**src/verilog/mc_pkg.sv**
```systemverilog
// RV32I subset only; XLEN is fixed at 32 and encodings cover lw, sw, beq, jal and basic ALU ops.
`default_nettype none

package mc_pkg;

    localparam int XLEN = 32;

    // ------------------------------
    // Control encodings
    // ------------------------------
    typedef enum logic [1:0] {
        ALU_OP_ADD  = 2'b00,
        ALU_OP_SUB  = 2'b01,
        ALU_OP_FUNC = 2'b10
    } t_alu_op;

    typedef enum logic [2:0] {
        ALU_ADD = 3'b000,
        ALU_SUB = 3'b001,
        ALU_AND = 3'b010,
        ALU_OR  = 3'b011,
        ALU_SLT = 3'b101
    } t_alu_ctrl;

    typedef enum logic [1:0] {
        SRC_A_PC     = 2'b00,
        SRC_A_OLD_PC = 2'b01,
        SRC_A_RS1    = 2'b10
    } t_src_a;

    typedef enum logic [1:0] {
        SRC_B_RS2  = 2'b00,
        SRC_B_IMM  = 2'b01,
        SRC_B_FOUR = 2'b10
    } t_src_b;

    // ALU_OUT is the registered ALU result, ALU the live one.
    typedef enum logic [1:0] {
        RES_ALU_OUT = 2'b00,
        RES_DATA    = 2'b01,
        RES_ALU     = 2'b10
    } t_result_src;

    // ------------------------------
    // Instruction word formats
    // ------------------------------
    typedef struct packed {
        logic [6:0] funct7;
        logic [4:0] rs2;
        logic [4:0] rs1;
        logic [2:0] funct3;
        logic [4:0] rd;
        logic [6:0] opcode;
    } t_instr_r;

    typedef struct packed {
        logic [11:0] imm;
        logic [4:0]  rs1;
        logic [2:0]  funct3;
        logic [4:0]  rd;
        logic [6:0]  opcode;
    } t_instr_i;

    typedef struct packed {
        logic [6:0] imm_hi;
        logic [4:0] rs2;
        logic [4:0] rs1;
        logic [2:0] funct3;
        logic [4:0] imm_lo;
        logic [6:0] opcode;
    } t_instr_s;

    typedef struct packed {
        logic       imm_12;
        logic [5:0] imm_10_5;
        logic [4:0] rs2;
        logic [4:0] rs1;
        logic [2:0] funct3;
        logic [3:0] imm_4_1;
        logic       imm_11;
        logic [6:0] opcode;
    } t_instr_b;

    typedef struct packed {
        logic       imm_20;
        logic [9:0] imm_10_1;
        logic       imm_11;
        logic [7:0] imm_19_12;
        logic [4:0] rd;
        logic [6:0] opcode;
    } t_instr_j;

    typedef union packed {
        t_instr_r r;
        t_instr_i i;
        t_instr_s s;
        t_instr_b b;
        t_instr_j j;
    } t_instr;

    // Supported opcodes.
    localparam logic [6:0] OP_LOAD   = 7'b0000011;
    localparam logic [6:0] OP_STORE  = 7'b0100011;
    localparam logic [6:0] OP_R      = 7'b0110011;
    localparam logic [6:0] OP_I      = 7'b0010011;
    localparam logic [6:0] OP_BRANCH = 7'b1100011;
    localparam logic [6:0] OP_JAL    = 7'b1101111;

endpackage

`default_nettype wire
```
**src/verilog/mc_ctrl_if.sv**
```systemverilog
// Control bundle between datapath and control unit; all signals are levels, no handshake.
`timescale 1ns/1ps
`default_nettype none

interface mc_ctrl_if
    import mc_pkg::*;
();
    // Fields from the instruction register.
    logic [6:0]  op;
    logic [2:0]  funct3;
    logic        funct7_5;

    // Control levels.
    t_src_a      alu_src_a;
    t_src_b      alu_src_b;
    t_alu_ctrl   alu_ctrl;
    t_result_src result_src;
    logic        mem_addr_src;
    logic        reg_write_en;
    logic        pc_update;
    logic        instr_write_en;
    logic        branch;
    logic        mem_write_en;

    modport dp (
        output op, funct3, funct7_5,
        input  alu_src_a, alu_src_b, alu_ctrl, result_src, mem_addr_src,
        input  reg_write_en, pc_update, instr_write_en, branch, mem_write_en
    );

    modport ctrl (
        input  op, funct3, funct7_5,
        output alu_src_a, alu_src_b, alu_ctrl, result_src, mem_addr_src,
        output reg_write_en, pc_update, instr_write_en, branch, mem_write_en
    );

endinterface

`default_nettype wire

```
**src/verilog/mc_core_top.sv**
```systemverilog
// Multicycle RV32I core top; unified memory outside, combinational read, write on o_mem_we edge.
`timescale 1ns/1ps
`default_nettype none

module mc_core_top
    import mc_pkg::*;
#(
    parameter logic [XLEN-1:0] RESET_PC = 32'h0
)
(
    input  logic            clk,
    input  logic            arstn,
    input  logic [XLEN-1:0] i_mem_rdata,
    output logic [XLEN-1:0] o_mem_addr,
    output logic [XLEN-1:0] o_mem_wdata,
    output logic            o_mem_we
);
    logic [4:0]      rs1;
    logic [4:0]      rs2;
    logic [4:0]      rd;
    logic            rd_we;
    logic [XLEN-1:0] rd_wdata;
    logic [XLEN-1:0] rdata1;
    logic [XLEN-1:0] rdata2;

    mc_ctrl_if u_ctrl_if ();

    control_unit u_control_unit (
        .clk   (clk),
        .arstn (arstn),
        .bus   (u_ctrl_if.ctrl)
    );

    datapath #(
        .RESET_PC (RESET_PC)
    ) u_datapath (
        .clk         (clk),
        .arstn       (arstn),
        .i_mem_rdata (i_mem_rdata),
        .i_rdata1    (rdata1),
        .i_rdata2    (rdata2),
        .o_mem_addr  (o_mem_addr),
        .o_mem_wdata (o_mem_wdata),
        .o_rs1       (rs1),
        .o_rs2       (rs2),
        .o_rd        (rd),
        .o_rd_we     (rd_we),
        .o_rd_wdata  (rd_wdata),
        .bus         (u_ctrl_if.dp)
    );

    reg_file u_reg_file (
        .clk      (clk),
        .arstn    (arstn),
        .i_rs1    (rs1),
        .i_rs2    (rs2),
        .i_we     (rd_we),
        .i_rd     (rd),
        .i_wdata  (rd_wdata),
        .o_rdata1 (rdata1),
        .o_rdata2 (rdata2)
    );

    assign o_mem_we = u_ctrl_if.mem_write_en;

endmodule

`default_nettype wire

```
**src/verilog/datapath.sv**
```systemverilog
// Multicycle datapath; memory must answer reads in the same cycle, word accesses only.
`timescale 1ns/1ps
`default_nettype none

module datapath
    import mc_pkg::*;
#(
    parameter logic [XLEN-1:0] RESET_PC = '0
)
(
    input  logic            clk,
    input  logic            arstn,
    input  logic [XLEN-1:0] i_mem_rdata,
    input  logic [XLEN-1:0] i_rdata1,
    input  logic [XLEN-1:0] i_rdata2,
    output logic [XLEN-1:0] o_mem_addr,
    output logic [XLEN-1:0] o_mem_wdata,
    output logic [4:0]      o_rs1,
    output logic [4:0]      o_rs2,
    output logic [4:0]      o_rd,
    output logic            o_rd_we,
    output logic [XLEN-1:0] o_rd_wdata,
    mc_ctrl_if.dp           bus
);
    t_instr          instr;
    logic [XLEN-1:0] pc;
    logic [XLEN-1:0] old_pc;
    logic [XLEN-1:0] data_reg;
    logic [XLEN-1:0] a_reg;
    logic [XLEN-1:0] b_reg;
    logic [XLEN-1:0] alu_out;
    logic [XLEN-1:0] imm_ext;
    logic [XLEN-1:0] src_a;
    logic [XLEN-1:0] src_b;
    logic [XLEN-1:0] alu_result;
    logic [XLEN-1:0] result;
    logic            zero;

    // ------------------------------
    // Architectural registers
    // ------------------------------
    always_ff @(posedge clk, negedge arstn) begin
        if (!arstn) begin
            pc    <= RESET_PC;
            instr <= '0;
        end else begin
            // Taken branch when rs1 - rs2 is zero.
            if (bus.pc_update || (bus.branch && zero)) begin
                pc <= result;
            end
            if (bus.instr_write_en) begin
                instr <= i_mem_rdata;
            end
        end
    end

    always_ff @(posedge clk) begin
        if (bus.instr_write_en) begin
            old_pc <= pc;
        end
        data_reg <= i_mem_rdata;
        a_reg    <= i_rdata1;
        b_reg    <= i_rdata2;
        alu_out  <= alu_result;
    end

    // Fields toward control and register file.
    assign bus.op       = instr.r.opcode;
    assign bus.funct3   = instr.r.funct3;
    assign bus.funct7_5 = instr.r.funct7[5];
    assign o_rs1        = instr.r.rs1;
    assign o_rs2        = instr.r.rs2;
    assign o_rd         = instr.r.rd;

    // Immediate extension.
    always_comb begin
        case (instr.r.opcode)
            OP_STORE:  imm_ext = {{20{instr.s.imm_hi[6]}}, instr.s.imm_hi, instr.s.imm_lo};
            OP_BRANCH: imm_ext = {{20{instr.b.imm_12}}, instr.b.imm_11,
                                  instr.b.imm_10_5, instr.b.imm_4_1, 1'b0};
            OP_JAL:    imm_ext = {{12{instr.j.imm_20}}, instr.j.imm_19_12,
                                  instr.j.imm_11, instr.j.imm_10_1, 1'b0};
            default:   imm_ext = {{20{instr.i.imm[11]}}, instr.i.imm};
        endcase
    end

    // ------------------------------
    // ALU and muxes
    // ------------------------------
    always_comb begin
        case (bus.alu_src_a)
            SRC_A_PC:     src_a = pc;
            SRC_A_OLD_PC: src_a = old_pc;
            SRC_A_RS1:    src_a = a_reg;
            default:      src_a = '0;
        endcase
        case (bus.alu_src_b)
            SRC_B_RS2:  src_b = b_reg;
            SRC_B_IMM:  src_b = imm_ext;
            SRC_B_FOUR: src_b = 32'd4;
            default:    src_b = '0;
        endcase
    end

    always_comb begin
        case (bus.alu_ctrl)
            ALU_SUB: alu_result = src_a - src_b;
            ALU_AND: alu_result = src_a & src_b;
            ALU_OR:  alu_result = src_a | src_b;
            ALU_SLT: alu_result = {31'd0, $signed(src_a) < $signed(src_b)};
            default: alu_result = src_a + src_b;
        endcase
    end

    assign zero = (alu_result == '0);

    always_comb begin
        case (bus.result_src)
            RES_DATA: result = data_reg;
            RES_ALU:  result = alu_result;
            default:  result = alu_out;
        endcase
    end

    assign o_mem_addr  = bus.mem_addr_src ? alu_out : pc;
    assign o_mem_wdata = b_reg;
    assign o_rd_we     = bus.reg_write_en;
    assign o_rd_wdata  = result;

endmodule

`default_nettype wire

```
**src/verilog/reg_file.sv**
```systemverilog
// 32x32 register file, combinational read and edge write; x0 is hard-wired to zero.
`timescale 1ns/1ps
`default_nettype none

module reg_file
    import mc_pkg::*;
(
    input  logic            clk,
    input  logic            arstn,
    input  logic [4:0]      i_rs1,
    input  logic [4:0]      i_rs2,
    input  logic            i_we,
    input  logic [4:0]      i_rd,
    input  logic [XLEN-1:0] i_wdata,
    output logic [XLEN-1:0] o_rdata1,
    output logic [XLEN-1:0] o_rdata2
);
    // No storage for x0.
    logic [XLEN-1:0] regs [1:31];

    always_ff @(posedge clk, negedge arstn) begin
        if (!arstn) begin
            for (int i = 1; i < 32; i++) begin
                regs[i] <= '0;
            end
        end else if (i_we && (i_rd != 5'd0)) begin
            regs[i_rd] <= i_wdata;
        end
    end

    assign o_rdata1 = (i_rs1 == 5'd0) ? '0 : regs[i_rs1];
    assign o_rdata2 = (i_rs2 == 5'd0) ? '0 : regs[i_rs2];

endmodule

`default_nettype wire

```
**src/verilog/control_unit.sv**
```systemverilog
// Control unit of the multicycle core; outputs settle within the cycle of each state.
`timescale 1ns/1ps
`default_nettype none

module control_unit
    import mc_pkg::*;
(
    input  logic    clk,
    input  logic    arstn,
    mc_ctrl_if.ctrl bus
);
    t_alu_op alu_op;

    main_fsm u_main_fsm (
        .clk              (clk),
        .arstn            (arstn),
        .i_op             (bus.op),
        .i_func_3         (bus.funct3),
        .i_func_7_5       (bus.funct7_5),
        .o_alu_op         (alu_op),
        .o_result_src     (bus.result_src),
        .o_alu_src_1      (bus.alu_src_a),
        .o_alu_src_2      (bus.alu_src_b),
        .o_mem_addr_src   (bus.mem_addr_src),
        .o_reg_write_en   (bus.reg_write_en),
        .o_pc_update      (bus.pc_update),
        .o_mem_write_en   (bus.mem_write_en),
        .o_instr_write_en (bus.instr_write_en),
        .o_branch         (bus.branch)
    );

    alu_decoder u_alu_decoder (
        .i_alu_op   (alu_op),
        .i_func_3   (bus.funct3),
        .i_func_7_5 (bus.funct7_5),
        .i_op_5     (bus.op[5]),
        .o_alu_ctrl (bus.alu_ctrl)
    );

endmodule

`default_nettype wire

```
**src/verilog/alu_decoder.sv**
```systemverilog
// ALU function decode for the RV32I subset; unknown funct3 values fall back to add.
`timescale 1ns/1ps
`default_nettype none

module alu_decoder
    import mc_pkg::*;
(
    input  t_alu_op   i_alu_op,
    input  logic [2:0] i_func_3,
    input  logic      i_func_7_5,
    input  logic      i_op_5,
    output t_alu_ctrl o_alu_ctrl
);
    always_comb begin
        case (i_alu_op)
            ALU_OP_ADD: o_alu_ctrl = ALU_ADD;
            ALU_OP_SUB: o_alu_ctrl = ALU_SUB;
            default: begin
                case (i_func_3)
                    // Immediate forms have no sub, so bit 5 of the opcode gates it.
                    3'b000:  o_alu_ctrl = (i_op_5 && i_func_7_5) ? ALU_SUB : ALU_ADD;
                    3'b010:  o_alu_ctrl = ALU_SLT;
                    3'b110:  o_alu_ctrl = ALU_OR;
                    3'b111:  o_alu_ctrl = ALU_AND;
                    default: o_alu_ctrl = ALU_ADD;
                endcase
            end
        endcase
    end

endmodule

`default_nettype wire

```
**src/verilog/main_fsm.sv**
```systemverilog
// Multicycle sequencer; unsupported opcodes and function codes return to FETCH as no-ops.
`timescale 1ns/1ps
`default_nettype none

module main_fsm
    import mc_pkg::*;
(
    input  logic        clk,
    input  logic        arstn,

    input  logic [6:0]  i_op,
    input  logic [2:0]  i_func_3,
    input  logic        i_func_7_5,

    output t_alu_op     o_alu_op,
    output t_result_src o_result_src,
    output t_src_a      o_alu_src_1,
    output t_src_b      o_alu_src_2,
    output logic        o_mem_addr_src,
    output logic        o_reg_write_en,
    output logic        o_pc_update,
    output logic        o_mem_write_en,
    output logic        o_instr_write_en,
    output logic        o_branch
);
    typedef enum logic [3:0] {
        FETCH, DECODE, MEMADDR, MEMREAD, MEMWB, MEMWRITE,
        EXECUTER, EXECUTEI, ALUWB, JAL, BRANCH
    } t_state;

    typedef enum logic [2:0] {
        CL_NONE, CL_LOAD, CL_STORE, CL_R, CL_I, CL_BRANCH, CL_JAL
    } t_class;

    t_state state;
    t_state next_state;
    t_class instr_class;
    logic   alu_f3_ok;

    // Only add, slt, or, and exist; funct7 bit 5 is legal only for sub.
    assign alu_f3_ok = (i_func_3 == 3'b000) || (i_func_3 == 3'b010) ||
                       (i_func_3 == 3'b110) || (i_func_3 == 3'b111);

    always_comb begin
        instr_class = CL_NONE;
        case (i_op)
            OP_LOAD:   if (i_func_3 == 3'b010) instr_class = CL_LOAD;
            OP_STORE:  if (i_func_3 == 3'b010) instr_class = CL_STORE;
            OP_R: begin
                if (alu_f3_ok && (!i_func_7_5 || i_func_3 == 3'b000)) begin
                    instr_class = CL_R;
                end
            end
            OP_I:      if (alu_f3_ok) instr_class = CL_I;
            OP_BRANCH: if (i_func_3 == 3'b000) instr_class = CL_BRANCH;
            OP_JAL:    instr_class = CL_JAL;
            default:   instr_class = CL_NONE;
        endcase
    end

    // ------------------------------
    // State register
    // ------------------------------
    always_ff @(posedge clk, negedge arstn) begin
        if (!arstn) begin
            state <= FETCH;
        end else begin
            state <= next_state;
        end
    end

    always_comb begin
        next_state = FETCH;
        case (state)
            FETCH: next_state = DECODE;
            DECODE: begin
                case (instr_class)
                    CL_LOAD, CL_STORE: next_state = MEMADDR;
                    CL_R:              next_state = EXECUTER;
                    CL_I:              next_state = EXECUTEI;
                    CL_BRANCH:         next_state = BRANCH;
                    CL_JAL:            next_state = JAL;
                    default:           next_state = FETCH;
                endcase
            end
            MEMADDR:  next_state = (instr_class == CL_LOAD) ? MEMREAD : MEMWRITE;
            MEMREAD:  next_state = MEMWB;
            EXECUTER: next_state = ALUWB;
            EXECUTEI: next_state = ALUWB;
            JAL:      next_state = ALUWB;
            default:  next_state = FETCH;
        endcase
    end

    // ------------------------------
    // Control levels per state
    // ------------------------------
    always_comb begin
        o_alu_op         = ALU_OP_ADD;
        o_result_src     = RES_ALU_OUT;
        o_alu_src_1      = SRC_A_PC;
        o_alu_src_2      = SRC_B_RS2;
        o_mem_addr_src   = 1'b0;
        o_reg_write_en   = 1'b0;
        o_pc_update      = 1'b0;
        o_mem_write_en   = 1'b0;
        o_instr_write_en = 1'b0;
        o_branch         = 1'b0;

        case (state)
            FETCH: begin
                // PC + 4 goes straight back into the PC.
                o_instr_write_en = 1'b1;
                o_alu_src_2      = SRC_B_FOUR;
                o_result_src     = RES_ALU;
                o_pc_update      = 1'b1;
            end
            DECODE: begin
                // Branch or jump target, held in the ALU output register.
                o_alu_src_1 = SRC_A_OLD_PC;
                o_alu_src_2 = SRC_B_IMM;
            end
            MEMADDR: begin
                o_alu_src_1 = SRC_A_RS1;
                o_alu_src_2 = SRC_B_IMM;
            end
            MEMREAD: o_mem_addr_src = 1'b1;
            MEMWB: begin
                o_result_src   = RES_DATA;
                o_reg_write_en = 1'b1;
            end
            MEMWRITE: begin
                o_mem_addr_src = 1'b1;
                o_mem_write_en = 1'b1;
            end
            EXECUTER: begin
                o_alu_src_1 = SRC_A_RS1;
                o_alu_op    = ALU_OP_FUNC;
            end
            EXECUTEI: begin
                o_alu_src_1 = SRC_A_RS1;
                o_alu_src_2 = SRC_B_IMM;
                o_alu_op    = ALU_OP_FUNC;
            end
            ALUWB: o_reg_write_en = 1'b1;
            JAL: begin
                // Link value computed while the PC takes the target.
                o_alu_src_1 = SRC_A_OLD_PC;
                o_alu_src_2 = SRC_B_FOUR;
                o_pc_update = 1'b1;
            end
            BRANCH: begin
                o_alu_src_1 = SRC_A_RS1;
                o_alu_op    = ALU_OP_SUB;
                o_branch    = 1'b1;
            end
            default: o_branch = 1'b0;
        endcase
    end

endmodule

`default_nettype wire

```
**config.mk**
```make
export PLATFORM = sky130hd
export DESIGN_NAME = mc_core_top
export DESIGN_NICKNAME = d
export VERILOG_FILES = /design/src/verilog/mc_pkg.sv /design/src/verilog/mc_ctrl_if.sv /design/src/verilog/mc_core_top.sv /design/src/verilog/datapath.sv /design/src/verilog/reg_file.sv /design/src/verilog/control_unit.sv /design/src/verilog/alu_decoder.sv /design/src/verilog/main_fsm.sv
export SDC_FILE = /design/constraint.sdc
export NUM_CORES = 2
export LEC_CHECK = 0
export BUFFER_PORTS_ARGS = -buffer_cell sky130_fd_sc_hd__buf_2
export CAP_MARGIN = 20
export CORE_MARGIN = 2
export CORE_UTILIZATION = 50
export CTS_BUF_LIST = sky130_fd_sc_hd__clkbuf_8
export CTS_CLUSTER_DIAMETER = 40
export DETAILED_ROUTE_END_ITERATION = 6
export PLACE_DENSITY = 0.64
export SYNTH_ARGS = -nofsm -noshare
export SYNTH_HDL_FRONTEND = slang
export SYNTH_HIERARCHICAL = 1
export SYNTH_SLANG_ARGS = --single-unit
```
**constraint.sdc**
```tcl
create_clock -name clk -period 5.5 [get_ports clk]
set_input_delay 0.275 -clock clk [delete_from_list [all_inputs] [get_ports clk]]
set_output_delay 0.275 -clock clk [all_outputs]
set_load 0.01 [all_outputs]
```
==> results.ini <==
[outcome]
status=completed

[pwr]
vdd_drop_max_mv=0.566
p_int_mw=27.8
switching_share=0.472
clkPwrFrac=0.167
power.switching_mw=24.9
pwr-share-comb=0.606
p_seq_frac=0.227
p_leak_nw=37.5
pwr_density_cell_nw_per_um2=670

[critical_path]
reg2reg_slack_ns=0.13
cp.arrival_ns=6.20
crit_fanout=6
cp-startpoint=u_datapath/instr[4]
worst-setup-path-type=reg -> reg
rr_startpoint=u_datapath/instr[4]
crit_path_end_kind=flip-flop
startpoint_type=flip-flop
worstPathRequired_ns=6.32
reg2reg_depth=25
rr_endpoint=u_datapath/pc[3]

[die]
core_area_um2=135000
num_io_pins=99
die_area_um2=139000
die_x_um=373
start_util=0.503
row_count=135
die_h_um=373

[drt]
drc=0
drt-initial-drc-count=6140
num_vias=52533
wl_um=247000
routed_via_density=6.60
avgRoutedWirePerCell_um=31.0
antenna_left=0
dr.pass1.iters=6

[yosys]
synthAdderAreaFrac=0.0186
synth_simple_gate_area_share=0.0588
syn_area_per_cell_um2=11.9
ys_async_sr_fraction=0.869
synth_seq_cells=1220
synth_compound_area_frac=0.100
ys.flop_type=dfrtp_1
synthMuxAreaShare=0.337
syn_inst=5709
yosysUniqueCellTypes=105
yosysWarnings=6
synth_fp_nets=5843
synth.yosys.seq_area_share=0.441
synth_edf_count=32
synth_xor_area_frac=0.00129
synth_top_family_by_area=multiplexers
synthesis.area_um2=68100

[placed_design]
dp_slack_ns=-0.476
gp_congestion=1.03
placement.io_buffers=98
dp.cells=7468
place_hpwl_um=154000

[grt]
grt_pass1_vias=52215
antenna_found_initial=12
grt_usage=0.345
grt_max_degree=167
overflow=0
grt_pass1_wl_um=355000

[finish]
largest_register=u_reg_file/regs
nNetsFinal=6118
fillers=11195
syn_to_final_growth_pct=15.7
fin_cells=7956
drive_gt1_frac=0.386
layout_common_cells=mux2_2, dfrtp_1, mux2i_1
seq_area_um2=30100
final_common_cell=mux2_2
multi_input_comb_area_um2=36300
largest_reg_flops=992

[clock_network]
clock_latency_ns=0.98
htreeDepth=4
cts_max_path_buffers=3
cts_tree=built
cts_buffers=209
root_buffer=clkbuf_8
cts.sinks=1220
clk_pin_slew_ns=0.06

[worst_hold_path]
min-delay-path-class=in -> reg
min_from=i_mem_rdata[13]
min_to=u_datapath/instr[13]
min_path_cells=3

[timing]
fmax_mhz=186
setup-violations-final=0
period_share=0.977
setup_slack_ns=0.127
fin_crit_ns=5.37
slew_headroom=0.146
fin_skew_ns=0.0571
hold_violations=0
drv_slew=0
max_slew.worst_pin.slew_ns=1.28

[flow_run]
maxCapViolations=0

==> stage by stage <==
stage	instance area [um2]	hold WS [ns]	utilization	power (mW)	setup TNS [ns]
floorplan	68100	-0.0206	-	28.2	0
global placement	72400	0.347	0.535	40.9	-22.88
detailed placement	72500	0.354	0.536	41.2	-24.71
CTS	77800	0.0234	0.575	50.2	0
global route	78800	0.0523	0.582	54.8	-0.228
finish	78800	0.108	0.582	52.8	0
==> worst max path at each step <==
stage / to / slack, ns / cells after the start
4_1_cts: u_datapath/pc[31] / 0.00007 / 21
6_report: u_datapath/pc[3] / 0.13 / 25
3_5_place_dp: u_datapath/pc[31] / -0.48 / 22
3_3_place_gp: u_datapath/pc[31] / -0.41 / 22
5_1_grt: u_datapath/pc[3] / -0.04 / 23
2_1_floorplan: u_datapath/pc[10] / 0.04 / 22
==> cell type report <==
class                      instances  area share
antenna                            5    0.000159
multi-input combinational       3848       0.461
clock buffer                     262      0.0458
tap                             1781      0.0283
sequential                      1220       0.382
timing repair buffer             600      0.0658
clock inverter                   135      0.0123
inverter                         105     0.00500
==> cell usage after synthesis, drive strengths merged (21+ instances only) <==
master	n	area share
mux2	1216	0.20
dfrtp	1060	0.39
mux2i	629	0.092
o22ai	296	0.027
buf	277	0.023
clkbuf	259	0.014
nor2	172	0.0095
nor3	163	0.012
nand2	143	0.0079
dfxtp	128	0.038
mux4	128	0.042
a21oi	124	0.0093
inv	103	0.0057
a22oi	99	0.011
ha	98	0.018
a211oi	89	0.0099
o21ai	88	0.0066
nor2b	63	0.0058
a21o	62	0.0068
nor4	47	0.0045
or3	41	0.0038
a221o	39	0.0057
nand2b	37	0.0034
a221oi	36	0.0046
edfxtp	32	0.014
nand3	21	0.0015
==> power groups by stage <==
stage	logic (mW)	registers (mW)	clock network [mW]
after floorplan	16.8	11.4	0
after global placement	28.9	12.0	0
after detailed placement	29.1	12.1	0
after CTS	29.4	11.9	8.97
after global routing	33.3	12.1	9.37
final	32.0	12.0	8.83
==> metal layers <==
layer / share of wire / global-route usage
met2: 0.45 / 0.524
met3: 0.089 / 0.0780
met5: 0.00012 / 0
met4: 0.052 / 0.172
met1: 0.41 / 0.464
==> repair_timing <==
action / in CTS / in global routing
gates cloned: 0 / 5
gates resized for setup: 16 / 131
endpoints found under the hold margin: 459 / 0
pin swaps: 2 / 21
setup endpoints to repair: 123 / 156
setup buffers: 1 / 14
hold buffers: 65 / 0
==> cells by family after synthesis <==
kind of cell	Yosys count
XOR/XNOR	10
adder cells (fa/ha/maj)	100
multiplexers	1973
AND/OR/NAND/NOR	782
AO/OA/AOI/OAI	983
flip-flops	1220
buffers and inverters	641
==> critical path: stages (launching register included) <==
cell and delay [ns]:
dfrtp_1 0.38, nand4b_1 0.21, nor3_2 0.21, clkbuf_16 0.19, buf_6 0.11, mux2i_1 0.07
a211o_1 0.38, ha_4 0.30, nor2b_4 0.19, o2111ai_4 0.17, a211oi_2 0.27, buf_4 0.16
buf_4 0.11, o2111ai_2 0.19, a21oi_4 0.33, buf_4 0.20, nor3_1 0.06, nor4b_1 0.30
a21oi_1 0.11, buf_4 0.19, nor4_4 0.26, buf_4 0.16, a21oi_4 0.07, buf_8 0.18
buf_12 0.15, mux2_4 0.29
Note: power is estimated with default switching activity, not from simulation.
